**src/verilog/fetch_pkg.sv**
```systemverilog
// fetch front end shared constants

package fetch_pkg;

  // datapath widths
  parameter int unsigned INST_WD      = 32;
  parameter int unsigned PC_WD        = 64;
  parameter int unsigned SRAM_DATA_WD = 64; // two instructions per word
  parameter int unsigned SRAM_ADDR_WD = 64;

  // register block bus
  parameter int unsigned WB_ADR_WD    = 4;
  parameter int unsigned WB_DAT_WD    = 64;

  // register byte offsets
  parameter logic [3:0] REG_CTRL      = 4'h0; // bit 0 fetch enable
  parameter logic [3:0] REG_BOOT_PC   = 4'h4;
  parameter logic [3:0] REG_FETCH_CNT = 4'h8; // read only
  parameter logic [3:0] REG_STALL_CNT = 4'hc; // read only

  // boot pc after reset
  parameter logic [63:0] PC_RESETVAL  = 64'h8000_0000;

endpackage

```
**src/verilog/fetch_pc.sv**
```systemverilog
// fetch program counter

module fetch_pc import fetch_pkg::*; #(
  parameter int PC_WD        = 64,
  parameter int SRAM_ADDR_WD = 64
) (
  input  logic                    i_clk,
  input  logic                    i_rst_n,
  // boot pc from the register block
  input  logic                    i_boot_load,
  input  logic [PC_WD-1:0]        i_boot_pc,
  // request accepted by the sram
  input  logic                    i_load,
  // redirect from decode
  input  logic                    i_br_taken,
  input  logic [PC_WD-1:0]        i_br_target,
  output logic [PC_WD-1:0]        o_pc,
  output logic [SRAM_ADDR_WD-1:0] o_inst_sram_addr
);

  logic [PC_WD-1:0] pc_q; // pc of the next request
  logic [PC_WD-1:0] pc_d;

  always_comb begin
    pc_d = pc_q;
    if (i_boot_load) begin
      pc_d = i_boot_pc;
    end else if (i_br_taken) begin
      pc_d = i_br_target;
    end else if (i_load) begin
      pc_d = pc_q + PC_WD'(4);
    end
  end

  always_ff @(posedge i_clk or negedge i_rst_n) begin
    if (!i_rst_n) begin
      pc_q <= PC_WD'(PC_RESETVAL);
    end else begin
      pc_q <= pc_d;
    end
  end

  assign o_pc = pc_q;

  // sram word is 64 bit aligned
  assign o_inst_sram_addr = {pc_q[SRAM_ADDR_WD-1:3], 3'b000};

endmodule

```
**src/verilog/fetch_stage.sv**
```systemverilog
// instruction fetch stage

module fetch_stage #(
  parameter int INST_WD      = 32,
  parameter int PC_WD        = 64,
  parameter int SRAM_ADDR_WD = 64,
  parameter int SRAM_DATA_WD = 64
) (
  input  logic                    i_clk,
  input  logic                    i_rst_n,
  // control from the register block
  input  logic                    i_fetch_en,
  input  logic                    i_boot_load,
  input  logic [PC_WD-1:0]        i_boot_pc,
  // decode side
  input  logic                    i_ds_allowin,
  input  logic                    i_br_stall,  // load-to-branch stall blocks new fetch
  input  logic                    i_br_taken,
  input  logic [PC_WD-1:0]        i_br_target,
  output logic                    o_fs_to_ds_valid,
  output logic [INST_WD-1:0]      o_fs_inst,
  output logic [PC_WD-1:0]        o_fs_pc,
  // events for the counters
  output logic                    o_deliver,
  output logic                    o_ds_stall,
  // inst sram interface
  output logic                    o_inst_sram_ren,
  output logic [SRAM_ADDR_WD-1:0] o_inst_sram_addr,
  input  logic [SRAM_DATA_WD-1:0] i_inst_sram_rdata,
  input  logic                    i_inst_sram_addr_ok,
  input  logic                    i_inst_sram_data_ok
);

  logic               redirect;
  logic               boot_settle;
  logic [PC_WD-1:0]   pc;
  logic               pre_fs_ready_go;
  logic               req_accept;
  logic               req_pending;   // one request in flight
  logic               req_cancel;    // in-flight response is stale
  logic [PC_WD-1:0]   req_pc;
  logic               rsp_take;
  logic [INST_WD-1:0] inst_sel;
  logic               fs_valid;
  logic               fs_allowin;
  logic [INST_WD-1:0] fs_inst;
  logic [PC_WD-1:0]   fs_pc;

  // boot load restarts fetch just like a taken branch
  assign redirect = i_br_taken | i_boot_load;

  always_ff @(posedge i_clk or negedge i_rst_n) begin
    if (!i_rst_n) begin
      boot_settle <= 1'b0;
    end else begin
      boot_settle <= i_boot_load; // pc shows boot value here
    end
  end

  // pre-if stage
  assign pre_fs_ready_go = i_fetch_en & ~i_br_stall & ~req_pending
                         & ~boot_settle & ~redirect;
  assign o_inst_sram_ren = pre_fs_ready_go & fs_allowin;
  assign req_accept      = o_inst_sram_ren & i_inst_sram_addr_ok;

  always_ff @(posedge i_clk or negedge i_rst_n) begin
    if (!i_rst_n) begin
      req_pending <= 1'b0;
      req_cancel  <= 1'b0;
    end else begin
      if (req_accept) begin
        req_pending <= 1'b1;
      end else if (i_inst_sram_data_ok) begin
        req_pending <= 1'b0;
      end
      // a redirect overtakes the pending response
      if (i_inst_sram_data_ok) begin
        req_cancel <= 1'b0;
      end else if (redirect && req_pending) begin
        req_cancel <= 1'b1;
      end
    end
  end

  always_ff @(posedge i_clk) begin
    if (req_accept) begin
      req_pc <= pc;
    end
  end

  // if stage
  assign rsp_take = i_inst_sram_data_ok & req_pending & ~req_cancel & ~redirect;

  // pc[2] picks the upper instruction of the word
  assign inst_sel = req_pc[2] ? i_inst_sram_rdata[SRAM_DATA_WD-1 -: INST_WD]
                              : i_inst_sram_rdata[INST_WD-1:0];

  assign fs_allowin = ~fs_valid | i_ds_allowin;

  always_ff @(posedge i_clk or negedge i_rst_n) begin
    if (!i_rst_n) begin
      fs_valid <= 1'b0;
    end else if (redirect) begin
      fs_valid <= 1'b0;  // held instruction is on the wrong path
    end else if (rsp_take) begin
      fs_valid <= 1'b1;
    end else if (i_ds_allowin) begin
      fs_valid <= 1'b0;
    end
  end

  // save buffer stays put while decode blocks
  always_ff @(posedge i_clk) begin
    if (rsp_take) begin
      fs_inst <= inst_sel;
      fs_pc   <= req_pc;
    end
  end

  assign o_fs_to_ds_valid = fs_valid;
  assign o_fs_inst        = fs_inst;
  assign o_fs_pc          = fs_pc;

  assign o_deliver  = fs_valid & i_ds_allowin;
  assign o_ds_stall = fs_valid & ~i_ds_allowin;

  fetch_pc #(
    .PC_WD            (PC_WD           ),
    .SRAM_ADDR_WD     (SRAM_ADDR_WD    )
  ) u_pc (
    .i_clk            (i_clk           ),
    .i_rst_n          (i_rst_n         ),
    .i_boot_load      (i_boot_load     ),
    .i_boot_pc        (i_boot_pc       ),
    .i_load           (req_accept      ), // advance once the sram takes it
    .i_br_taken       (i_br_taken      ),
    .i_br_target      (i_br_target     ),
    .o_pc             (pc              ),
    .o_inst_sram_addr (o_inst_sram_addr)
  );

endmodule

```
**src/verilog/fetch_csr.sv**
```systemverilog
// fetch control registers

module fetch_csr import fetch_pkg::*; #(
  parameter int WB_ADR_WD = 4,
  parameter int WB_DAT_WD = 64,
  parameter int PC_WD     = 64
) (
  input  logic                 i_clk,
  input  logic                 i_rst_n,
  // wishbone classic slave
  input  logic                 i_wb_cyc,
  input  logic                 i_wb_stb,
  input  logic                 i_wb_we,
  input  logic [WB_ADR_WD-1:0] i_wb_adr,
  input  logic [WB_DAT_WD-1:0] i_wb_dat,
  output logic [WB_DAT_WD-1:0] o_wb_dat,
  output logic                 o_wb_ack,
  // events from the fetch stage
  input  logic                 i_deliver,
  input  logic                 i_ds_stall,
  // fetch control
  output logic                 o_fetch_en,
  output logic                 o_boot_load,
  output logic [PC_WD-1:0]     o_boot_pc
);

  logic                 wb_req;
  logic                 wb_wr;
  logic                 ack_q;
  logic [WB_DAT_WD-1:0] rd_data;
  logic [WB_DAT_WD-1:0] rd_q;
  logic                 fetch_en;
  logic                 fetch_en_q;
  logic [PC_WD-1:0]     boot_pc;
  logic [WB_DAT_WD-1:0] fetch_cnt;
  logic [WB_DAT_WD-1:0] stall_cnt;

  // no new cycle while ack is out
  assign wb_req = i_wb_cyc & i_wb_stb & ~ack_q;
  assign wb_wr  = wb_req & i_wb_we;

  always_ff @(posedge i_clk or negedge i_rst_n) begin
    if (!i_rst_n) begin
      ack_q <= 1'b0;
    end else begin
      ack_q <= wb_req;
    end
  end

  // writable registers
  always_ff @(posedge i_clk or negedge i_rst_n) begin
    if (!i_rst_n) begin
      fetch_en <= 1'b0;
      boot_pc  <= PC_WD'(PC_RESETVAL);
    end else if (wb_wr) begin
      if (i_wb_adr == WB_ADR_WD'(REG_CTRL)) begin
        fetch_en <= i_wb_dat[0];
      end
      if (i_wb_adr == WB_ADR_WD'(REG_BOOT_PC)) begin
        boot_pc <= PC_WD'(i_wb_dat);
      end
    end
  end

  // enable edge detect for the boot load
  always_ff @(posedge i_clk or negedge i_rst_n) begin
    if (!i_rst_n) begin
      fetch_en_q <= 1'b0;
    end else begin
      fetch_en_q <= fetch_en;
    end
  end

  // event counters
  always_ff @(posedge i_clk or negedge i_rst_n) begin
    if (!i_rst_n) begin
      fetch_cnt <= '0;
      stall_cnt <= '0;
    end else begin
      if (i_deliver) begin
        fetch_cnt <= fetch_cnt + WB_DAT_WD'(1);
      end
      if (i_ds_stall) begin
        stall_cnt <= stall_cnt + WB_DAT_WD'(1);
      end
    end
  end

  always_comb begin
    case (i_wb_adr)
      WB_ADR_WD'(REG_CTRL):      rd_data = {{(WB_DAT_WD-1){1'b0}}, fetch_en};
      WB_ADR_WD'(REG_BOOT_PC):   rd_data = WB_DAT_WD'(boot_pc);
      WB_ADR_WD'(REG_FETCH_CNT): rd_data = fetch_cnt;
      WB_ADR_WD'(REG_STALL_CNT): rd_data = stall_cnt;
      default:                   rd_data = '0; // unmapped
    endcase
  end

  // read data lines up with ack
  always_ff @(posedge i_clk) begin
    if (wb_req) begin
      rd_q <= rd_data;
    end
  end

  assign o_wb_dat    = rd_q;
  assign o_wb_ack    = ack_q;
  assign o_fetch_en  = fetch_en;
  assign o_boot_load = fetch_en & ~fetch_en_q;
  assign o_boot_pc   = boot_pc;

endmodule

```
**src/verilog/fetch_top.sv**
```systemverilog
// instruction fetch front end

module fetch_top import fetch_pkg::*; (
  input  logic                    i_clk,
  input  logic                    i_rst_n,
  // wishbone register port
  input  logic                    i_wb_cyc,
  input  logic                    i_wb_stb,
  input  logic                    i_wb_we,
  input  logic [WB_ADR_WD-1:0]    i_wb_adr,
  input  logic [WB_DAT_WD-1:0]    i_wb_dat,
  output logic [WB_DAT_WD-1:0]    o_wb_dat,
  output logic                    o_wb_ack,
  // inst sram interface
  output logic                    o_inst_sram_ren,
  output logic [SRAM_ADDR_WD-1:0] o_inst_sram_addr,
  input  logic [SRAM_DATA_WD-1:0] i_inst_sram_rdata,
  input  logic                    i_inst_sram_addr_ok,
  input  logic                    i_inst_sram_data_ok,
  // decode side
  input  logic                    i_ds_allowin,
  input  logic                    i_br_stall,
  input  logic                    i_br_taken,
  input  logic [PC_WD-1:0]        i_br_target,
  output logic                    o_fs_to_ds_valid,
  output logic [INST_WD-1:0]      o_fs_inst,
  output logic [PC_WD-1:0]        o_fs_pc
);

  logic             fetch_en;
  logic             boot_load;
  logic [PC_WD-1:0] boot_pc;
  logic             deliver;
  logic             ds_stall;

  fetch_csr #(
    .WB_ADR_WD   (WB_ADR_WD),
    .WB_DAT_WD   (WB_DAT_WD),
    .PC_WD       (PC_WD    )
  ) u_csr (
    .i_clk       (i_clk    ),
    .i_rst_n     (i_rst_n  ),
    .i_wb_cyc    (i_wb_cyc ),
    .i_wb_stb    (i_wb_stb ),
    .i_wb_we     (i_wb_we  ),
    .i_wb_adr    (i_wb_adr ),
    .i_wb_dat    (i_wb_dat ),
    .o_wb_dat    (o_wb_dat ),
    .o_wb_ack    (o_wb_ack ),
    .i_deliver   (deliver  ),
    .i_ds_stall  (ds_stall ),
    .o_fetch_en  (fetch_en ),
    .o_boot_load (boot_load),
    .o_boot_pc   (boot_pc  )
  );

  fetch_stage #(
    .INST_WD             (INST_WD            ),
    .PC_WD               (PC_WD              ),
    .SRAM_ADDR_WD        (SRAM_ADDR_WD       ),
    .SRAM_DATA_WD        (SRAM_DATA_WD       )
  ) u_stage (
    .i_clk               (i_clk              ),
    .i_rst_n             (i_rst_n            ),
    .i_fetch_en          (fetch_en           ),
    .i_boot_load         (boot_load          ),
    .i_boot_pc           (boot_pc            ),
    .i_ds_allowin        (i_ds_allowin       ),
    .i_br_stall          (i_br_stall         ),
    .i_br_taken          (i_br_taken         ),
    .i_br_target         (i_br_target        ),
    .o_fs_to_ds_valid    (o_fs_to_ds_valid   ),
    .o_fs_inst           (o_fs_inst          ),
    .o_fs_pc             (o_fs_pc            ),
    .o_deliver           (deliver            ),
    .o_ds_stall          (ds_stall           ),
    .o_inst_sram_ren     (o_inst_sram_ren    ),
    .o_inst_sram_addr    (o_inst_sram_addr   ),
    .i_inst_sram_rdata   (i_inst_sram_rdata  ),
    .i_inst_sram_addr_ok (i_inst_sram_addr_ok),
    .i_inst_sram_data_ok (i_inst_sram_data_ok)
  );

endmodule

```
**config.mk**
```make
export PLATFORM = sky130hd
export DESIGN_NAME = fetch_top
export DESIGN_NICKNAME = d
export VERILOG_FILES = /design/src/verilog/fetch_pkg.sv /design/src/verilog/fetch_pc.sv /design/src/verilog/fetch_stage.sv /design/src/verilog/fetch_csr.sv /design/src/verilog/fetch_top.sv
export SDC_FILE = /design/constraint.sdc
export NUM_CORES = 1
export LEC_CHECK = 0
export BUFFER_PORTS_ARGS = -buffer_cell sky130_fd_sc_hd__buf_2
export CORE_MARGIN = 2
export CORE_UTILIZATION = 40
export DETAILED_ROUTE_END_ITERATION = 7
export REMOVE_ABC_BUFFERS = 1
export SETUP_SLACK_MARGIN = 0.02
export SYNTH_ARGS = -nofsm -noshare
export SYNTH_HDL_FRONTEND = slang
export SYNTH_SLANG_ARGS = --single-unit
```
**constraint.sdc**
```tcl
create_clock -name i_clk -period 13.11 [get_ports i_clk]
set_input_delay 2.622 -clock i_clk [delete_from_list [all_inputs] [get_ports i_clk]]
set_output_delay 2.622 -clock i_clk [all_outputs]
set_load 0.01 [all_outputs]
```
# [Yosys cells after proc, flatten, opt, wreduce, memory -nomap -nowiden]
# Index checks and enable logic that the tools add are counted.
# W data, S select, Z words.
[op_classes] addsub=3 eq_ne=3 mux=12 n_bitwise=26 reduce_logical=8
[ops] operator="$pmux W64 S4" n=1
[ops] operator="$mux W64" n=3
[ops] operator="$add A64 B1 Y64 const B" n=2
[ops] operator="$add A64 B3 Y64 const B" n=1
[ops] operator="$mux W32" n=1
[ops] operator="$and A1 B1 Y1" n=15
[ops] operator="$not A1 Y1" n=9
[ops] operator="$eq A4 B4 Y1 const B" n=2
[ops] operator="$mux W1" n=7
[ops] operator="$reduce_bool A3 Y1" n=2
[ops] operator="$eq A4 B3 Y1 const B" n=1
[ops] operator="$logic_not A4 Y1" n=1
[ops] operator="$reduce_and A2 Y1" n=2
[ops] operator="$reduce_bool A2 Y1" n=2
[ops] operator="$or A1 B1 Y1" n=2
[ops] operator="$logic_and A1 B1 Y1" n=1
[totals] regBits=487 input_bits=206 output_inout_bits=227

# [Longest topological paths before layout]
[depth] ltp_word=10 depth_mapped=9 ltp_nobuf=7

# [By module]
# A second synthesis with hierarchy kept.
[hier_totals] hier_cells=1838 hier_area_um2=22158.8
[modules_own_cells] module="fetch_csr" n_inst=1 cells_per_inst=927 area_per_inst_um2=11369.7 seq_area_each_um2=6802.8
[modules_own_cells] module="fetch_pc" n_inst=1 cells_per_inst=695 area_per_inst_um2=5400.2 seq_area_each_um2=1602.8
[modules_own_cells] module="fetch_stage" n_inst=1 cells_per_inst=216 area_per_inst_um2=5388.9 seq_area_each_um2=4904.7

# [Least setup slack after synthesis]
# No wires, ideal clock.
[synth_timing] kind="input-to-reg" startpoint="in i_br_taken" endpoint="reg u_stage.fs_inst[0] (netlist: u_stage.o_fs_inst[0]) (enable)" arrival_time_ns=7.075 slack_ns=5.484 cell_stages=4 path_buffers=1 path_cell_list="clkinv_1 nand2_1 clkbuf_1 nor2_1"
[synth_via] elab_chain_cells=3
[synth_lines] element="start: declaration" line_no="fetch_top.sv:23" source="input logic i_br_taken,"
[synth_lines] element="$or A1 B1 Y1" line_no="fetch_stage.sv:50" source="assign redirect = i_br_taken | i_boot_load;"
[synth_lines] element="$not A1 Y1" line_no="fetch_stage.sv:92" source="assign rsp_take = i_inst_sram_data_ok & req_pending & ~req_cancel & ~redirect;"
[synth_lines] element="$and A1 B1 Y1" line_no="fetch_stage.sv:92"
[synth_lines] element="via u_stage.rsp_take" line_no="fetch_stage.sv:42" source="logic rsp_take;"
[synth_lines] element="end signal: assignment" line_no="fetch_stage.sv:115" source="fs_inst <= inst_sel;"
[synth_lines] element="end: declaration" line_no="fetch_stage.sv:46" source="logic [INST_WD-1:0] fs_inst;"
# The timed path passes the listed nets, and every way through them passes these cells.
# A chain may end at the register's enable or synchronous reset.

# [Worst setup path in the final report]
[layout_timing] startpoint="in i_br_stall" endpoint="out o_inst_sram_ren"
[layout_via] elab_chain_cells=6
[layout_lines] element="start: declaration" line_no="fetch_top.sv:22" source="input logic i_br_stall,"
[layout_lines] element="$not A1 Y1" line_no="fetch_stage.sv:61" source="assign pre_fs_ready_go = i_fetch_en & ~i_br_stall & ~req_pending"
[layout_lines] element="$and A1 B1 Y1 (2 in a row)" line_no="fetch_stage.sv:61"
[layout_lines] element="$and A1 B1 Y1 (2 in a row)" line_no="fetch_stage.sv:62" source="& ~boot_settle & ~redirect;"
[layout_lines] element="$and A1 B1 Y1" line_no="fetch_stage.sv:63" source="assign o_inst_sram_ren = pre_fs_ready_go & fs_allowin;"
[layout_lines] element="end: declaration" line_no="fetch_top.sv:15" source="output logic o_inst_sram_ren,"
# Every way passes these cells.

==> metrics.csv <==
metric,value,unit
proportion of layout cells with a drive suffix above 1,0.295,
Worst path slowest cell,sky130_fd_sc_hd__nor4b_1,
first-iteration detailed-routing DRC count,1908,
# IOs,433,
router iterations before antenna repair,8,
Pins Over Slew Limit,0,
wire length of the first global-routing pass,95900,µm
area overhead of the layout relative to synthesis,19.2,%
power consumption,3580,µW
Post CTS Setup Buffer Count,0,
post-synthesis register bit count,487,
unrepaired setup endpoints after global routing,no,
worst min path class,register to register,
minimum hold slack,0.417,ns
DRT Wirelength,64200,µm
dpl cells,2771,
# H-tree levels,2,
Resized cells post-CTS,0,
per-cell via count in the routed design,5.55,
slew of the pin with the lowest slew margin,1.08,ns
final weighted congestion in routability-driven placement,0.906,
detailed-placement wirelength estimate,46300,µm
fmax,0.153,GHz
via count of the first global-routing pass,15440,
unique cell type count in the Yosys netlist,62,
effective utilization at floorplan,0.403,
final layout net count,2337,
initial antenna violation count,19,
GR Overflow Total,0,
post-route DRC violation count,0,
clock root buffer master,sky130_fd_sc_hd__clkbuf_16,
biggest area contributors in the synthesized netlist,"sky130_fd_sc_hd__edfxtp_1 (31%), sky130_fd_sc_hd__dfrtp_1 (30%), sky130_fd_sc_hd__mux2_2 (5.1%)",
share of flip-flops with an asynchronous set or reset after synthesis,0.540,
worst path required time,10.49,ns
total global-route track usage,0.226,
Finish-stage setup viols,0,
Die ar.,55900,µm²
most instantiated library cell after synthesis,sky130_fd_sc_hd__dfrtp_1,
Row Count,85,
share of the yosys chip area belonging to registers,0.616,
number of synthesized flops with an enable pin,224,
setup slack of the worst register-to-register path,9.06,ns
"number of standard cells in the layout, taps in and fillers out",2880,
final antenna-violating net count,0,
final setup skew,0.0200,ns
Max IR drop VDD,0.0852,mV
max incr delay on CP,0.75,ns
most instantiated flip-flop cell in the synthesis netlist,sky130_fd_sc_hd__dfrtp_1,
Commonest cells post-synth,"sky130_fd_sc_hd__dfrtp_1 (261), sky130_fd_sc_hd__edfxtp_1 (224), sky130_fd_sc_hd__xnor2_1 (118)",
height of the die,236,µm
Clock Pin Slew Worst Setup and Hold Paths,0.05,ns
"Avg Cell Area, Syn",12.2,µm²
placeable core area,53600,µm²
headroom to the max-slew limit,0.280,
post-synth top area cell,sky130_fd_sc_hd__edfxtp_1,
Worst setup EP type,output pin,
clk_lat worst skew,0.60,ns
maximum count of clock buffers along a single path,3,
WL per Instance,22.3,µm
area share of the largest cell type after synthesis,0.311,
CTS tree,built,
cell mode on critical path,sky130_fd_sc_hd__buf_2,
cells after synthesis,1769,
count of endpoints failing hold in the final timing report,0,
Crit Path Class,primary input to output pin,
leakage dissipation,0.0110,µW
Num CTS Buffers,51,
final design instance area without fill,25700,µm²
ratio of total power to cell area,139,nW/µm²
Buffers on Ports,429,
Via Count,15972,
Filler Cell Count,4883,
Post-DP Area,24100,µm²
number of sinks on the clock net,487,
Max Cap Viol,0,
final period utilization,0.499,
cell chain of the critical path,buf_2 -> nor4b_1 -> and3_1 -> buf_2,
accumulated negative setup slack,0,ns
critical path data arrival time,3.92,ns
YS warnings,0,
quantity of hold-fixing buffers added after cts,0,
kind of launch point of the worst setup path,primary input,
width of the chip,236,µm
outcome,finished clean,
largest fanout on the critical path,4,
shortest period the worst path allows,6.54,ns
pin count of the biggest net entering global routing,176,
post-synthesis instance area,21600,µm²
==> per-stage QoR <==
step / setup WS (ns) / util
2_1_floorplan: 5.22 / -
3_3_place_gp: 6.65 / 0.449
3_5_place_dp: 6.64 / 0.449
4_1_cts: 6.64 / 0.480
5_1_grt: 6.49 / 0.480
6_report: 6.57 / 0.480
==> state kept, by name (all words and copies together), names as in the netlist, 32 cells and up <==
| name | flops |
|---|---|
| u_stage.o_fs_pc | 64 |
| u_csr.stall_cnt | 64 |
| u_csr.o_wb_dat | 64 |
| u_csr.fetch_cnt | 64 |
| u_csr.o_boot_pc | 64 |
| u_stage.o_fs_inst | 32 |
| u_stage.u_pc.o_pc | 64 |
| u_stage.req_pc | 64 |
==> worst max-delay path, delay by kind of cell <==
| family | cells | cell delay, ns |
|---|---|---|
| AND/OR/NAND/NOR | 2 | 1.04 |
| buffers and inverters | 2 | 0.25 |
==> cells by family after synthesis <==
kind of cell / after synthesis / synth area share
simple gates: 514 / 0.125
flops: 487 / 0.616
compound gates: 281 / 0.0896
buf+inv: 225 / 0.0506
xor+xnor: 152 / 0.0616
mux: 106 / 0.0548
fa+ha+maj: 3 / 0.00174
other cells: 1 / 0.000174
==> cells in the final DEF (no fill, tap or decap), types with 5 or more instances in the layout <==
master / n
sky130_fd_sc_hd__buf_2: 427
sky130_fd_sc_hd__o21ai_0: 54
sky130_fd_sc_hd__a222oi_1: 63
sky130_fd_sc_hd__nand4_1: 64
sky130_fd_sc_hd__nand2b_1: 7
sky130_fd_sc_hd__clkbuf_16: 51
sky130_fd_sc_hd__xor2_1: 34
sky130_fd_sc_hd__o211ai_1: 13
sky130_fd_sc_hd__dfrtp_1: 261
sky130_fd_sc_hd__clkinv_1: 8
sky130_fd_sc_hd__mux2i_1: 8
sky130_fd_sc_hd__o31a_1: 6
sky130_fd_sc_hd__nand2_1: 116
sky130_fd_sc_hd__and4_1: 16
sky130_fd_sc_hd__nor3_1: 26
sky130_fd_sc_hd__o31ai_1: 12
sky130_fd_sc_hd__and3_1: 40
sky130_fd_sc_hd__xnor2_1: 118
sky130_fd_sc_hd__edfxtp_1: 224
sky130_fd_sc_hd__nor4_1: 27
sky130_fd_sc_hd__o22ai_1: 9
sky130_fd_sc_hd__and2_1: 9
sky130_fd_sc_hd__nor2_1: 72
sky130_fd_sc_hd__clkinv_2: 8
sky130_fd_sc_hd__clkbuf_1: 18
sky130_fd_sc_hd__nand3_1: 89
sky130_fd_sc_hd__nor2_4: 5
sky130_fd_sc_hd__a211oi_1: 6
sky130_fd_sc_hd__buf_4: 21
sky130_fd_sc_hd__bufinv_16: 6
sky130_fd_sc_hd__diode_2: 15
sky130_fd_sc_hd__a21oi_1: 87
sky130_fd_sc_hd__nand3b_1: 5
sky130_fd_sc_hd__or3_1: 15
sky130_fd_sc_hd__inv_1: 77
sky130_fd_sc_hd__mux2_2: 98
==> routing by layer <==
| layer | global-route usage | share of wire | routed length, µm |
|---|---|---|---|
| met1 | 0.311 | 0.43 | 27400 |
| met2 | 0.350 | 0.47 | 30100 |
| met3 | 0.0346 | 0.065 | 4170 |
| met4 | 0.111 | 0.038 | 2430 |
| met5 | 0 | 0.00089 | 57 |
==> area by class of cell <==
type                    count  area (µm²)  share of cell area
diodes                     15        37.5             0.00146
clock buffers              70        1360              0.0527
clock inverters            24         272              0.0105
inverters                  79         297              0.0115
multi-input cells        1059        7270               0.282
flip-flops and latches    487       13300               0.517
well taps                 696         871              0.0338
repair buffers            450        2330              0.0905
==> path summary, 6_finish.rpt <==
path,endpoint,cells after the start,startpoint
setup / recovery,o_inst_sram_ren,4,i_br_stall
hold / removal,u_stage.o_fs_pc[51]$_DFFE_PP_,0,u_stage.req_pc[51]$_DFFE_PP_
setup reg to reg,u_stage.o_fs_pc[51]$_DFFE_PP_,6,u_csr.o_fetch_en$_DFFE_PN0P_
hold reg to reg,u_stage.o_fs_pc[51]$_DFFE_PP_,0,u_stage.req_pc[51]$_DFFE_PP_
max in group asynchronous,u_stage.u_pc.o_pc[57]$_DFFE_PN0P_,2,i_rst_n
min in group asynchronous,u_csr.o_boot_pc[2]$_DFFE_PN0P_,1,i_rst_n
==> power by group <==
group	internal (µW)	switching, µW	leakage, µW	total [µW]
clock	842	595	0.000793	1440
combinational	139	198	0.00469	337
sequential	1680	128	0.00554	1810
total	2660	921	0.0110	3580
Power figures use the tool's default switching activity.
